File: src/verilog/core_pkg.sv
package core_pkg;

    ////////////////////////////////////////////////////////////
    // Core widths and latencies
    ////////////////////////////////////////////////////////////

    // Data and address width
    localparam int xlen       = 32;
    // Architectural registers, r0 hardwired to zero
    localparam int num_regs   = 16;
    localparam int reg_w      = $clog2(num_regs);
    // Immediate field of the I format
    localparam int imm_w      = 16;
    // Multiplier latency in cycles
    localparam int mul_stages = 3;

    // Toy ISA opcodes, top nibble of the word
    typedef enum logic [3:0] {
        op_add  = 4'd0,
        op_sub,
        op_and,
        op_or,
        op_xor,
        op_addi,
        op_mul,
        op_beq
    } opcode_e;

    ////////////////////////////////////////////////////////////
    // Instruction formats
    ////////////////////////////////////////////////////////////

    // Register-register view
    typedef struct packed {
        opcode_e          op;
        logic [reg_w-1:0] rd;
        logic [reg_w-1:0] rs1;
        logic [reg_w-1:0] rs2;
        logic [15:0]      unused;
    } r_fmt_t;

    // Immediate view, ADDI and BEQ
    typedef struct packed {
        opcode_e          op;
        logic [reg_w-1:0] rd;
        logic [reg_w-1:0] rs1;
        logic [3:0]       pad;
        logic [imm_w-1:0] imm16;
    } i_fmt_t;

    // Same fetched word, two decodings
    typedef union packed {
        r_fmt_t r_fmt;
        i_fmt_t i_fmt;
    } instr_t;

    ////////////////////////////////////////////////////////////
    // Bus and stage records
    ////////////////////////////////////////////////////////////

    // Wishbone classic master side, reads only
    typedef struct packed {
        logic            cyc;
        logic            stb;
        logic [xlen-1:0] adr;
    } wb_req_t;

    // Wishbone classic slave side
    typedef struct packed {
        logic            ack;
        logic [xlen-1:0] dat;
    } wb_rsp_t;

    typedef struct packed {
        logic            valid;
        logic [xlen-1:0] pc;
        instr_t          instr;
    } fetch_t;

    // Issued op, imm only carries the BEQ offset
    typedef struct packed {
        logic             valid;
        opcode_e          op;
        logic [xlen-1:0]  pc;
        logic [reg_w-1:0] rd;
        logic [xlen-1:0]  a;
        logic [xlen-1:0]  b;
        logic             we;
        logic [imm_w-1:0] imm;
    } issue_t;

    typedef struct packed {
        logic             valid;
        logic [xlen-1:0]  pc;
        logic [reg_w-1:0] rd;
        logic             we;
        logic [xlen-1:0]  value;
    } result_t;

    typedef struct packed {
        logic            taken;
        logic [xlen-1:0] target;
    } branch_t;

    typedef struct packed {
        logic [reg_w-1:0] addr1;
        logic [reg_w-1:0] addr2;
    } rf_read_t;

    typedef struct packed {
        logic [xlen-1:0] data1;
        logic [xlen-1:0] data2;
    } rf_data_t;

    // Retire port carries a plain result
    typedef result_t retire_t;

endpackage

File: src/verilog/alu_unit.sv
`timescale 1ns/100ps

module alu_unit import core_pkg::*; (
    input  logic    clock,
    input  logic    arst_n,
    input  issue_t  issue,
    output result_t result,
    output branch_t branch
);

    logic [xlen-1:0] value;
    logic [xlen-1:0] target;
    logic            equal;

    // BEQ operands are rs1 and rd
    assign equal  = (issue.a == issue.b);
    // Word offset relative to the branch itself
    assign target = issue.pc + {{(xlen-imm_w-2){issue.imm[imm_w-1]}}, issue.imm, 2'b00};

    always_comb begin
        case (issue.op)
            op_sub:  value = issue.a - issue.b;
            op_and:  value = issue.a & issue.b;
            op_or:   value = issue.a | issue.b;
            op_xor:  value = issue.a ^ issue.b;
            // No register result
            op_beq:  value = '0;
            // ADD, and ADDI with b already extended
            default: value = issue.a + issue.b;
        endcase
    end

    ////////////////////////////////////////////////////////////
    // Execute to write-back register
    ////////////////////////////////////////////////////////////

    always_ff @(posedge clock or negedge arst_n) begin
        if (!arst_n) begin
            result <= '0;
            branch <= '0;
        end else begin
            result.valid  <= issue.valid;
            result.pc     <= issue.pc;
            result.rd     <= issue.rd;
            result.we     <= issue.we;
            result.value  <= value;
            // Single-cycle redirect pulse
            branch.taken  <= issue.valid & (issue.op == op_beq) & equal;
            branch.target <= target;
        end
    end

endmodule

File: src/verilog/core_top.sv
`timescale 1ns/100ps

module core_top import core_pkg::*; (
    input  logic    clock,
    input  logic    arst_n,
    output wb_req_t wb_req,
    input  wb_rsp_t wb_rsp,
    output retire_t retire
);

    // Fetch to decode
    fetch_t           fetch;
    logic             stall;
    // Register file ports
    rf_read_t         rf_read;
    rf_data_t         rf_data;
    logic             wb_clear;
    logic [reg_w-1:0] wb_clear_rd;
    // Execute side
    issue_t           alu_issue;
    issue_t           mul_issue;
    result_t          alu_result;
    result_t          mul_result;
    branch_t          branch;
    logic             mul_busy;

    ////////////////////////////////////////////////////////////
    // Input side
    ////////////////////////////////////////////////////////////

    fetch_unit i_fetch (
        .clock       ( clock       ),
        .arst_n      ( arst_n      ),
        .wb_req      ( wb_req      ),
        .wb_rsp      ( wb_rsp      ),
        .branch      ( branch      ),
        .stall       ( stall       ),
        .fetch       ( fetch       )
    );

    ////////////////////////////////////////////////////////////
    // Decode and execute
    ////////////////////////////////////////////////////////////

    decode_unit i_decode (
        .clock       ( clock       ),
        .arst_n      ( arst_n      ),
        .fetch       ( fetch       ),
        .stall       ( stall       ),
        .rf_read     ( rf_read     ),
        .rf_data     ( rf_data     ),
        .branch      ( branch      ),
        .mul_busy    ( mul_busy    ),
        .wb_clear    ( wb_clear    ),
        .wb_clear_rd ( wb_clear_rd ),
        .alu_issue   ( alu_issue   ),
        .mul_issue   ( mul_issue   )
    );

    alu_unit i_alu (
        .clock       ( clock       ),
        .arst_n      ( arst_n      ),
        .issue       ( alu_issue   ),
        .result      ( alu_result  ),
        .branch      ( branch      )
    );

    mul_unit i_mul (
        .clock       ( clock       ),
        .arst_n      ( arst_n      ),
        .issue       ( mul_issue   ),
        .result      ( mul_result  ),
        .busy        ( mul_busy    )
    );

    ////////////////////////////////////////////////////////////
    // Output side
    ////////////////////////////////////////////////////////////

    writeback_unit i_writeback (
        .clock       ( clock       ),
        .arst_n      ( arst_n      ),
        .alu_result  ( alu_result  ),
        .mul_result  ( mul_result  ),
        .rf_read     ( rf_read     ),
        .rf_data     ( rf_data     ),
        .wb_clear    ( wb_clear    ),
        .wb_clear_rd ( wb_clear_rd ),
        .retire      ( retire      )
    );

endmodule

File: src/verilog/decode_unit.sv
`timescale 1ns/100ps

module decode_unit import core_pkg::*; (
    input  logic             clock,
    input  logic             arst_n,
    input  fetch_t           fetch,
    output logic             stall,
    output rf_read_t         rf_read,
    input  rf_data_t         rf_data,
    input  branch_t          branch,
    input  logic             mul_busy,
    input  logic             wb_clear,
    input  logic [reg_w-1:0] wb_clear_rd,
    output issue_t           alu_issue,
    output issue_t           mul_issue
);

    instr_t              ins;
    opcode_e             op;
    logic [reg_w-1:0]    rd;
    logic [xlen-1:0]     imm_sext;
    logic                src2_used;
    logic                dst_write;
    logic                hazard;
    logic                accept;
    logic                squash;
    logic                issue_ok;
    logic [num_regs-1:1] pending_q;
    logic [num_regs-1:0] busy_regs;
    issue_t              issue_q;

    ////////////////////////////////////////////////////////////
    // Field extraction
    ////////////////////////////////////////////////////////////

    assign ins       = fetch.instr;
    assign op        = ins.r_fmt.op;
    assign rd        = ins.r_fmt.rd;
    assign imm_sext  = {{(xlen-imm_w){ins.i_fmt.imm16[imm_w-1]}}, ins.i_fmt.imm16};
    // ADDI reads rs1 only
    assign src2_used = (op != op_addi);
    // BEQ writes nothing
    assign dst_write = (op != op_beq);

    // BEQ compares rs1 against rd
    assign rf_read.addr1 = ins.r_fmt.rs1;
    assign rf_read.addr2 = (op == op_beq) ? rd : ins.r_fmt.rs2;

    ////////////////////////////////////////////////////////////
    // Scoreboard and stall
    ////////////////////////////////////////////////////////////

    // Value landing this cycle is forwarded and not busy
    always_comb begin
        busy_regs = {pending_q, 1'b0};
        if (wb_clear) begin
            busy_regs[wb_clear_rd] = 1'b0;
        end
    end

    assign hazard = busy_regs[rf_read.addr1] | (src2_used & busy_regs[rf_read.addr2]);
    // Nothing may issue behind a multiply
    assign stall  = (fetch.valid & hazard) | mul_busy | mul_issue.valid;
    assign accept = fetch.valid & ~stall & ~branch.taken;
    // Wrong-path op sitting in the issue register
    assign squash = branch.taken & issue_q.valid & issue_q.we;

    always_ff @(posedge clock or negedge arst_n) begin
        if (!arst_n) begin
            pending_q <= '0;
        end else begin
            for (int i = 1; i < num_regs; i++) begin
                if (accept && dst_write && rd == i) begin
                    pending_q[i] <= 1'b1;
                end else if ((wb_clear && wb_clear_rd == i) || (squash && issue_q.rd == i)) begin
                    pending_q[i] <= 1'b0;
                end
            end
        end
    end

    ////////////////////////////////////////////////////////////
    // Issue register
    ////////////////////////////////////////////////////////////

    always_ff @(posedge clock or negedge arst_n) begin
        if (!arst_n) begin
            issue_q <= '0;
        end else begin
            // Branch also empties it since accept drops
            issue_q.valid <= accept;
            if (accept) begin
                issue_q.op  <= op;
                issue_q.pc  <= fetch.pc;
                issue_q.rd  <= rd;
                issue_q.a   <= rf_data.data1;
                issue_q.b   <= (op == op_addi) ? imm_sext : rf_data.data2;
                issue_q.we  <= dst_write;
                issue_q.imm <= ins.i_fmt.imm16;
            end
        end
    end

    // Masked during a redirect
    assign issue_ok = issue_q.valid & ~branch.taken;

    // MUL goes to the multiplier and the rest to the ALU
    always_comb begin
        alu_issue       = issue_q;
        alu_issue.valid = issue_ok & (issue_q.op != op_mul);
        mul_issue       = issue_q;
        mul_issue.valid = issue_ok & (issue_q.op == op_mul);
    end

    // ALU never issues beside or behind a running multiply
    a_one_issue: assert property (@(posedge clock) disable iff (!arst_n)
        alu_issue.valid |-> !mul_issue.valid && !mul_busy);

endmodule

File: src/verilog/fetch_unit.sv
`timescale 1ns/100ps

module fetch_unit import core_pkg::*; (
    input  logic    clock,
    input  logic    arst_n,
    output wb_req_t wb_req,
    input  wb_rsp_t wb_rsp,
    input  branch_t branch,
    input  logic    stall,
    output fetch_t  fetch
);

    // Bus master state
    typedef enum logic [1:0] {
        st_idle,
        st_wait,
        st_drop
    } state_e;

    state_e          state_q;
    logic [xlen-1:0] pc_q;
    logic            consume;
    logic            launch;

    // Decode takes the held word
    assign consume = fetch.valid & ~stall;
    // New read once the buffer is free or freeing up
    assign launch  = (state_q == st_idle) & ~branch.taken & (~fetch.valid | consume);

    always_ff @(posedge clock or negedge arst_n) begin
        if (!arst_n) begin
            state_q <= st_idle;
            pc_q    <= '0;
            wb_req  <= '0;
            fetch   <= '0;
        end else begin
            if (consume) begin
                fetch.valid <= 1'b0;
            end
            case (state_q)
                st_idle: begin
                    if (launch) begin
                        wb_req.cyc <= 1'b1;
                        wb_req.stb <= 1'b1;
                        wb_req.adr <= pc_q;
                        pc_q       <= pc_q + 4;
                        state_q    <= st_wait;
                    end
                end
                st_wait: begin
                    if (wb_rsp.ack) begin
                        // Data captured in the ack cycle
                        wb_req.cyc  <= 1'b0;
                        wb_req.stb  <= 1'b0;
                        fetch.valid <= 1'b1;
                        fetch.pc    <= wb_req.adr;
                        fetch.instr <= wb_rsp.dat;
                        state_q     <= st_idle;
                    end else if (branch.taken) begin
                        // Read overtaken by a branch is finished and thrown away
                        state_q <= st_drop;
                    end
                end
                st_drop: begin
                    if (wb_rsp.ack) begin
                        wb_req.cyc <= 1'b0;
                        wb_req.stb <= 1'b0;
                        state_q    <= st_idle;
                    end
                end
                default: state_q <= st_idle;
            endcase
            // Redirect wins over any buffered or returning word
            if (branch.taken) begin
                pc_q        <= branch.target;
                fetch.valid <= 1'b0;
            end
        end
    end

    // Classic handshake holds cyc, stb and adr until ack
    a_adr_hold: assert property (@(posedge clock) disable iff (!arst_n)
        wb_req.stb && !wb_rsp.ack |=> wb_req.cyc && wb_req.stb && $stable(wb_req.adr));

endmodule

File: src/verilog/mul_unit.sv
`timescale 1ns/100ps

module mul_unit import core_pkg::*; (
    input  logic    clock,
    input  logic    arst_n,
    input  issue_t  issue,
    output result_t result,
    output logic    busy
);

    result_t         stage_q [mul_stages];
    logic [xlen-1:0] product;

    // Low half only
    assign product = issue.a * issue.b;

    always_ff @(posedge clock or negedge arst_n) begin
        if (!arst_n) begin
            for (int i = 0; i < mul_stages; i++) begin
                stage_q[i] <= '0;
            end
        end else begin
            stage_q[0].valid <= issue.valid;
            stage_q[0].pc    <= issue.pc;
            stage_q[0].rd    <= issue.rd;
            stage_q[0].we    <= issue.we;
            stage_q[0].value <= product;
            // Tag travels with the product
            for (int i = 1; i < mul_stages; i++) begin
                stage_q[i] <= stage_q[i-1];
            end
        end
    end

    // Busy while any stage is occupied
    always_comb begin
        busy = 1'b0;
        for (int i = 0; i < mul_stages; i++) begin
            busy = busy | stage_q[i].valid;
        end
    end

    assign result = stage_q[mul_stages-1];

    // Decode must hold issue until the pipe drains
    a_no_issue_busy: assert property (@(posedge clock) disable iff (!arst_n)
        busy |-> !issue.valid);

endmodule

File: src/verilog/writeback_unit.sv
`timescale 1ns/100ps

module writeback_unit import core_pkg::*; (
    input  logic             clock,
    input  logic             arst_n,
    input  result_t          alu_result,
    input  result_t          mul_result,
    input  rf_read_t         rf_read,
    output rf_data_t         rf_data,
    output logic             wb_clear,
    output logic [reg_w-1:0] wb_clear_rd,
    output retire_t          retire
);

    logic [xlen-1:0] rf_q [num_regs];
    result_t         merged;
    logic            wr_en;

    // At most one source valid per cycle
    assign merged = alu_result.valid ? alu_result : mul_result;
    // r0 never written, stays zero
    assign wr_en  = merged.valid & merged.we & (merged.rd != '0);

    ////////////////////////////////////////////////////////////
    // Register file and retire register
    ////////////////////////////////////////////////////////////

    always_ff @(posedge clock or negedge arst_n) begin
        if (!arst_n) begin
            for (int i = 0; i < num_regs; i++) begin
                rf_q[i] <= '0;
            end
            retire <= '0;
        end else begin
            if (wr_en) begin
                rf_q[merged.rd] <= merged.value;
            end
            retire <= merged;
        end
    end

    // Read ports see the write of this cycle
    always_comb begin
        rf_data.data1 = rf_q[rf_read.addr1];
        rf_data.data2 = rf_q[rf_read.addr2];
        if (wr_en && merged.rd == rf_read.addr1) begin
            rf_data.data1 = merged.value;
        end
        if (wr_en && merged.rd == rf_read.addr2) begin
            rf_data.data2 = merged.value;
        end
    end

    // Scoreboard drop, same cycle as forwarding
    assign wb_clear    = merged.valid & merged.we;
    assign wb_clear_rd = merged.rd;

    a_one_result: assert property (@(posedge clock) disable iff (!arst_n)
        !(alu_result.valid && mul_result.valid));

endmodule
File: config.mk
export PLATFORM = sky130hd
export DESIGN_NAME = core_top
export DESIGN_NICKNAME = d
export VERILOG_FILES = /design/src/verilog/core_pkg.sv /design/src/verilog/alu_unit.sv /design/src/verilog/core_top.sv /design/src/verilog/decode_unit.sv /design/src/verilog/fetch_unit.sv /design/src/verilog/mul_unit.sv /design/src/verilog/writeback_unit.sv
export SDC_FILE = /design/constraint.sdc
export NUM_CORES = 2
export LEC_CHECK = 0
export BUFFER_PORTS_ARGS = -buffer_cell sky130_fd_sc_hd__buf_4
export CORE_ASPECT_RATIO = 1.25
export CORE_MARGIN = 3
export CORE_UTILIZATION = 65
export CTS_CLUSTER_DIAMETER = 150
export DETAILED_ROUTE_END_ITERATION = 8
export PLACE_DENSITY = 0.82
export SYNTH_ARGS = -nofsm -noshare
export SYNTH_HDL_FRONTEND = slang
export SYNTH_HIERARCHICAL = 1
export SYNTH_SLANG_ARGS = --single-unit
File: constraint.sdc
create_clock -name clock -period 21.1 [get_ports clock]
set_clock_uncertainty 0.1 [all_clocks]
set_input_delay 1.055 -clock clock [delete_from_list [all_inputs] [get_ports clock]]
set_output_delay 1.055 -clock clock [all_outputs]
set_load 0.005 [all_outputs]
-- Yosys cells after proc, flatten, opt, wreduce, memory -nomap -nowiden
Index checks and enable logic that the tools add are counted.
- bits in registers: 1128
- input port bits: 35
- output and inout bits: 104
- add/subtract/negate cells: 4
- multiply operators: 1
- $lt $le $gt $ge: 8
- equality and inequality tests: 65
- muxes and demuxes: 66
- bitwise gates (word level): 32
- reductions and logical operators: 91
- operator list (operator ; count):
    bitwise mux 512 bit ; 1
    two-way mux 32 bit ; 11
    binary-select mux 32 bit (select 4 bit) ; 2
    case mux 32 bit (5 select lines) ; 1
    two-way mux 65 bit ; 2
    demux 32 bit (select 4 bit) ; 1
    == test 4 bit, second input constant ; 24
    two-way mux 70 bit ; 1
    == test 4 x 3 -> 1 bit, second input constant ; 17
    adder 32 bit ; 2
    logical AND 1 bit ; 50
    nonzero test 2 bit ; 18
    two-way mux 1 bit ; 35
    two-way mux 34 bit ; 1
    adder 32 x 3 -> 32 bit, second input constant ; 1
    AND 32 bit ; 1
    == test 32 bit ; 1
    == test 4 x 2 -> 1 bit, second input constant ; 8
    multiplier 32 x 32 -> 32 bit ; 1
    OR 32 bit ; 1
    subtractor 32 bit ; 1
    XOR 32 bit ; 1
    AND 16 bit ; 1
    == test 4 x 1 -> 1 bit, second input constant ; 4
    29 further kinds ; 81

-- Logic depth before layout (Yosys ltp)
- depth after elaboration: 22
- gate-level depth with buffers: 26
- depth with buffers taken out: 23

-- By module
Netlist, hierarchy kept.
- by module, submodules not included (module ; times used ; cells an instance ; area an instance (µm²)):
    writeback_unit ; 1 ; 2485 ; 29127.9
    mul_unit ; 1 ; 1983 ; 21579.4
    alu_unit ; 1 ; 1082 ; 9006.1
    decode_unit ; 1 ; 767 ; 8514.4
    fetch_unit ; 1 ; 519 ; 5751.8

-- Worst setup path before layout
No wires, ideal clock.
- path type: flip-flop to flip-flop
- start point: register i_decode.issue_q (netlist bit i_decode/alu_issue[61])
- end point: register i_mul/stage_q[171] (netlist name)
- setup time: 0.080 ns
- arrival: 6.421 ns
- required time: 20.920 ns
- path slack: 14.499 ns
- cell stages (with the launch flop): 25
- buffers on the path: 3
- cells stage by stage: dfrtp_1 -> buf_4 -> clkbuf_1 -> clkbuf_1 -> and2_1 -> fa_1 -> fa_1 -> fa_1 -> inv_1 -> fa_1 -> inv_1 -> fa_1 -> inv_1 -> fa_1 -> inv_1 -> fa_1 -> fa_1 -> ha_1 -> nand2_1 -> o211a_1 -> o31ai_4 -> a221oi_4 -> o21ai_1 -> a31oi_2 -> xnor2_1
- word-level cells in the longest chain between the ends: 1
- ends and longest elaborated chain (item ; line ; RTL):
    start, declared ; decode_unit.sv:30 ; issue_t issue_q;
    multiplier 32 x 32 -> 32 bit ; mul_unit.sv:15 ; assign product = issue.a * issue.b;
    named net i_mul.product[31] ; mul_unit.sv:12 ; logic [xlen-1:0] product;
    end signal, assigned by index ; mul_unit.sv:30 ; stage_q[i] <= stage_q[i-1];
    end, declared ; mul_unit.sv:11 ; result_t stage_q [mul_stages];
The timed path passes the listed nets, and every way through them passes these cells.
A chain may end at the register's enable or synchronous reset.

-- Final worst setup path
- start point: register i_decode.issue_q (netlist bit i_decode/alu_issue[60])
- end point: register i_mul/stage_q[171] (netlist name)
The elaborated chain is that of the path after synthesis.

==> results.md <==
Die:
- The core footprint is 112000 sq um.
- The die outline area is 118000 sq um.
- The die is 383 um tall.
- The floorplan row count is 137.
- Once the floorplan was initialized, standard cells occupied 65.9% of the core.
- 139 I/O pins were placed.
- The die extent in x is 307 um.

Flow run:
- Max-cap violations in this run came to 0.

Cells and area:
- The number of filler cells placed in the layout is 7644.
- The post-route netlist has 17.0% of its cells at a drive strength greater than 1.
- In the final design database the tool counted 7145 nets.
- The area growth from synthesis to layout is 5.53%.

Routing:
- The detailed-route DRC error count is 0.
- The post-detailed-routing wire length is 210000 um.
- After the first detailed-routing iteration, the DRC count stood at 5884.
- The count of nets left with antenna violations after detail routing is 0.
- The number of vias per cell after detailed routing is 6.60.
- The first-pass iteration count of the detailed router is 8.
- The via total after detailed routing is 52900.
- Dividing the detail-routed wire length by the instance count gives 26.2 um.

Placement:
- The number of port buffers is 138.
- Detailed placement ended at an HPWL of 137000 um.
- The worst setup timing slack at the placement stage is 13820 ps.
- The placer's final routability congestion estimate is 0.986.

GRT:
- The first global-routing pass estimated 325000 um of wire.
- Summed over all layers, the global routing overflow is 0.
- Entering global routing, the biggest net connects 185 pins.
- The number of antenna violations at the first check in global routing is 18.
- The number of global-route vias before repair was 56400.
- The total global-route track usage is 36.3%.

Timing:
- The max-slew violation total from the final report came to 0.
- The final-layout setup total negative slack is 0 ps.
- Measured against its own limit, the worst slew margin works out to 8.85%.
- Setup repair after global routing left no endpoint under its margin.
- Derived from the worst setup path, the maximum achievable clock frequency is 136 MHz.
- The share of the clock period used by the worst path is 34.9%.
- Counting I/O delays and the setup requirement, the final critical path takes 7370 ps.
- Setup violations remaining at the end of the flow were counted as 0.
- The minimum setup slack in the final design is 13730 ps.
- For the pin with the worst max-slew slack, the measured transition is 1370 ps.
- The hold violation total from the final report is 0.

Critical path:
- The largest driver fanout on the critical path is 25.
- The critical path required time is 21650 ps.
- The startpoint type of the worst setup path is a register.
- The worst setup path is captured at a register.
- The worst register-to-register path begins at i_decode/alu_issue[60].
- The worst setup path startpoint is i_decode/alu_issue[60].
- By startpoint and endpoint, the worst setup path is classified as register to register.
- Data arrives at the worst endpoint at 7910 ps.

Power and ir drop:
- Across the VDD grid, the largest voltage drop is 0.122 mV.
- In this run the static leakage power is 36.4 nW.
- For this design the ratio of total power to cell area is 139 nW/um^2.

Synth:
- In this run the mean area of a mapped cell was 10.8 sq um.
- The post-synth net total is 7515.
- The synthesis warning total is 6.
- The cell area after synthesis is 73800 sq um.
- The instance count of the mapped netlist is 6816.

CTS:
- The number of buffers added by the clock tree synthesis step is 112.
- For the worst-skew pair, the clock arrives at the later sink with an insertion delay of 770 ps.
- TritonCTS built the clock tree.
- The CTS H-tree depth is 3.
- The deepest clock path buffer count is 3.
- The setup fix buffers added after clock tree synthesis is 0.
- After clock tree synthesis, the repair step resized 0 gates.
- Clock tree synthesis selected as its root buffer the cell sky130_fd_sc_hd__clkbuf_16.
- The clock net in this run drives a total of 1162 sinks.
- After clock tree synthesis, the clock-pin slew on the worst setup and hold paths is 60 ps.
- The number of buffers inserted by hold repair at cts is 0.

Run status:
- The run finished with clean final reports.

Worst hold path:
- The startpoint identified for the worst hold timing path is i_mul/stage_q[107].
- The class of the most critical hold timing path is register to register.
## layout make-up
type / count / area [sq um] / share of cell area [%]
multi-input cells: 4376 / 38700 / 49.7
diodes: 16 / 40.0 / 0.0514
repair buffers: 264 / 2010 / 2.59
inverters: 530 / 2000 / 2.57
well taps: 1459 / 1830 / 2.34
clock buffers: 146 / 3160 / 4.06
flip-flops and latches: 1162 / 29100 / 37.3
clock inverters: 64 / 1070 / 1.38
## layout by cell type, fill, tap and decap left out, types with 14 or more instances in the layout
cell,n
sky130_fd_sc_hd__nor4_1,14
sky130_fd_sc_hd__dfrtp_1,1159
sky130_fd_sc_hd__fa_1,411
sky130_fd_sc_hd__nor2_1,514
sky130_fd_sc_hd__mux2i_1,54
sky130_fd_sc_hd__clkbuf_8,21
sky130_fd_sc_hd__xnor2_1,99
sky130_fd_sc_hd__mux2_2,115
sky130_fd_sc_hd__and2_1,372
sky130_fd_sc_hd__mux2_4,158
sky130_fd_sc_hd__o31ai_1,24
sky130_fd_sc_hd__xor2_1,37
sky130_fd_sc_hd__o21a_1,15
sky130_fd_sc_hd__nand2_1,629
sky130_fd_sc_hd__a21oi_1,488
sky130_fd_sc_hd__bufinv_16,22
sky130_fd_sc_hd__ha_1,253
sky130_fd_sc_hd__nor3_1,28
sky130_fd_sc_hd__clkinv_2,14
sky130_fd_sc_hd__a31oi_1,29
sky130_fd_sc_hd__inv_1,524
sky130_fd_sc_hd__and3_1,17
sky130_fd_sc_hd__a211oi_1,28
sky130_fd_sc_hd__clkbuf_16,113
sky130_fd_sc_hd__o21bai_1,18
sky130_fd_sc_hd__or4_1,15
sky130_fd_sc_hd__nand3_1,45
sky130_fd_sc_hd__o21ai_1,45
sky130_fd_sc_hd__nand2b_1,24
sky130_fd_sc_hd__mux4_2,258
sky130_fd_sc_hd__diode_2,16
sky130_fd_sc_hd__buf_4,261
sky130_fd_sc_hd__nand4_1,27
sky130_fd_sc_hd__a31o_2,14
sky130_fd_sc_hd__a21o_1,41
sky130_fd_sc_hd__o21ai_0,196
sky130_fd_sc_hd__a22oi_1,131
## report_power, final
group / total [mW] / switching, mW / internal [mW]
combinational: 4.90 / 2.91 / 1.99
sequential: 3.61 / 0.674 / 2.94
clock: 2.28 / 0.937 / 1.34
total: 10.8 / 4.52 / 6.27
## routing by layer
metal  track usage (%)  vias to the layer above  part of all wire, %
met2              58.6                     3259                   48
met1              43.0                    26800                   34
met4              23.9                        8                  7.6
met5                 0                        -                0.025
li1                  -                    22000                    -
met3              9.87                      902                   11
## worst paths after layout
check / slack (ps) / end / cells after the start
worst min-delay path: 230 / i_mul/result[37] / 0
worst max-delay path: 13730 / i_mul/stage_q[171] / 21
worst max register to register: 13730 / i_mul/stage_q[171] / 21
min in group asynchronous: 240 / i_writeback/rf_q[478] / 1
max in group asynchronous: 17210 / i_mul/stage_q[188] / 4
worst min register to register: 230 / i_mul/result[37] / 0
## sequential cells by signal, indices dropped and copies added, names as in the netlist, 65 cells and up
name and flops:
i_writeback/rf_q 512, i_mul/stage_q 140, i_decode/alu_issue 121, i_mul/result 70
i_writeback/retire 70, i_alu/result 68, i_fetch/fetch 65
## stage by stage
step | total power, mW | utilization, % | cells | hold WS, ps | area [sq um]
floorplan | 6.93 | - | 6816 | 231 | 73800
global placement | 8.16 | 65.7 | 7791 | 231 | 73600
detailed placement | 8.33 | 65.7 | 7791 | 235 | 73600
CTS | 10.7 | 69.5 | 8001 | 241 | 77900
global route | 11.3 | 69.5 | 8009 | 246 | 77900
finish | 10.8 | 69.5 | 8017 | 228 | 77900
## critical path, cell delays in order (launching register included)
cell and delay, ps:
sky130_fd_sc_hd__dfrtp_1 1060, sky130_fd_sc_hd__and2_1 260, sky130_fd_sc_hd__fa_1 450, sky130_fd_sc_hd__fa_1 510, sky130_fd_sc_hd__fa_1 510, sky130_fd_sc_hd__inv_1 50
sky130_fd_sc_hd__fa_1 490, sky130_fd_sc_hd__inv_1 60, sky130_fd_sc_hd__fa_1 500, sky130_fd_sc_hd__inv_1 60, sky130_fd_sc_hd__fa_1 530, sky130_fd_sc_hd__inv_1 50
sky130_fd_sc_hd__fa_1 490, sky130_fd_sc_hd__fa_1 430, sky130_fd_sc_hd__ha_1 360, sky130_fd_sc_hd__nand2_1 110, sky130_fd_sc_hd__o211a_1 210, sky130_fd_sc_hd__o31ai_4 110
sky130_fd_sc_hd__a221oi_4 380, sky130_fd_sc_hd__o21ai_1 180, sky130_fd_sc_hd__a31oi_2 230, sky130_fd_sc_hd__xnor2_1 140
No activity file was read; power rests on OpenSTA's default activity.
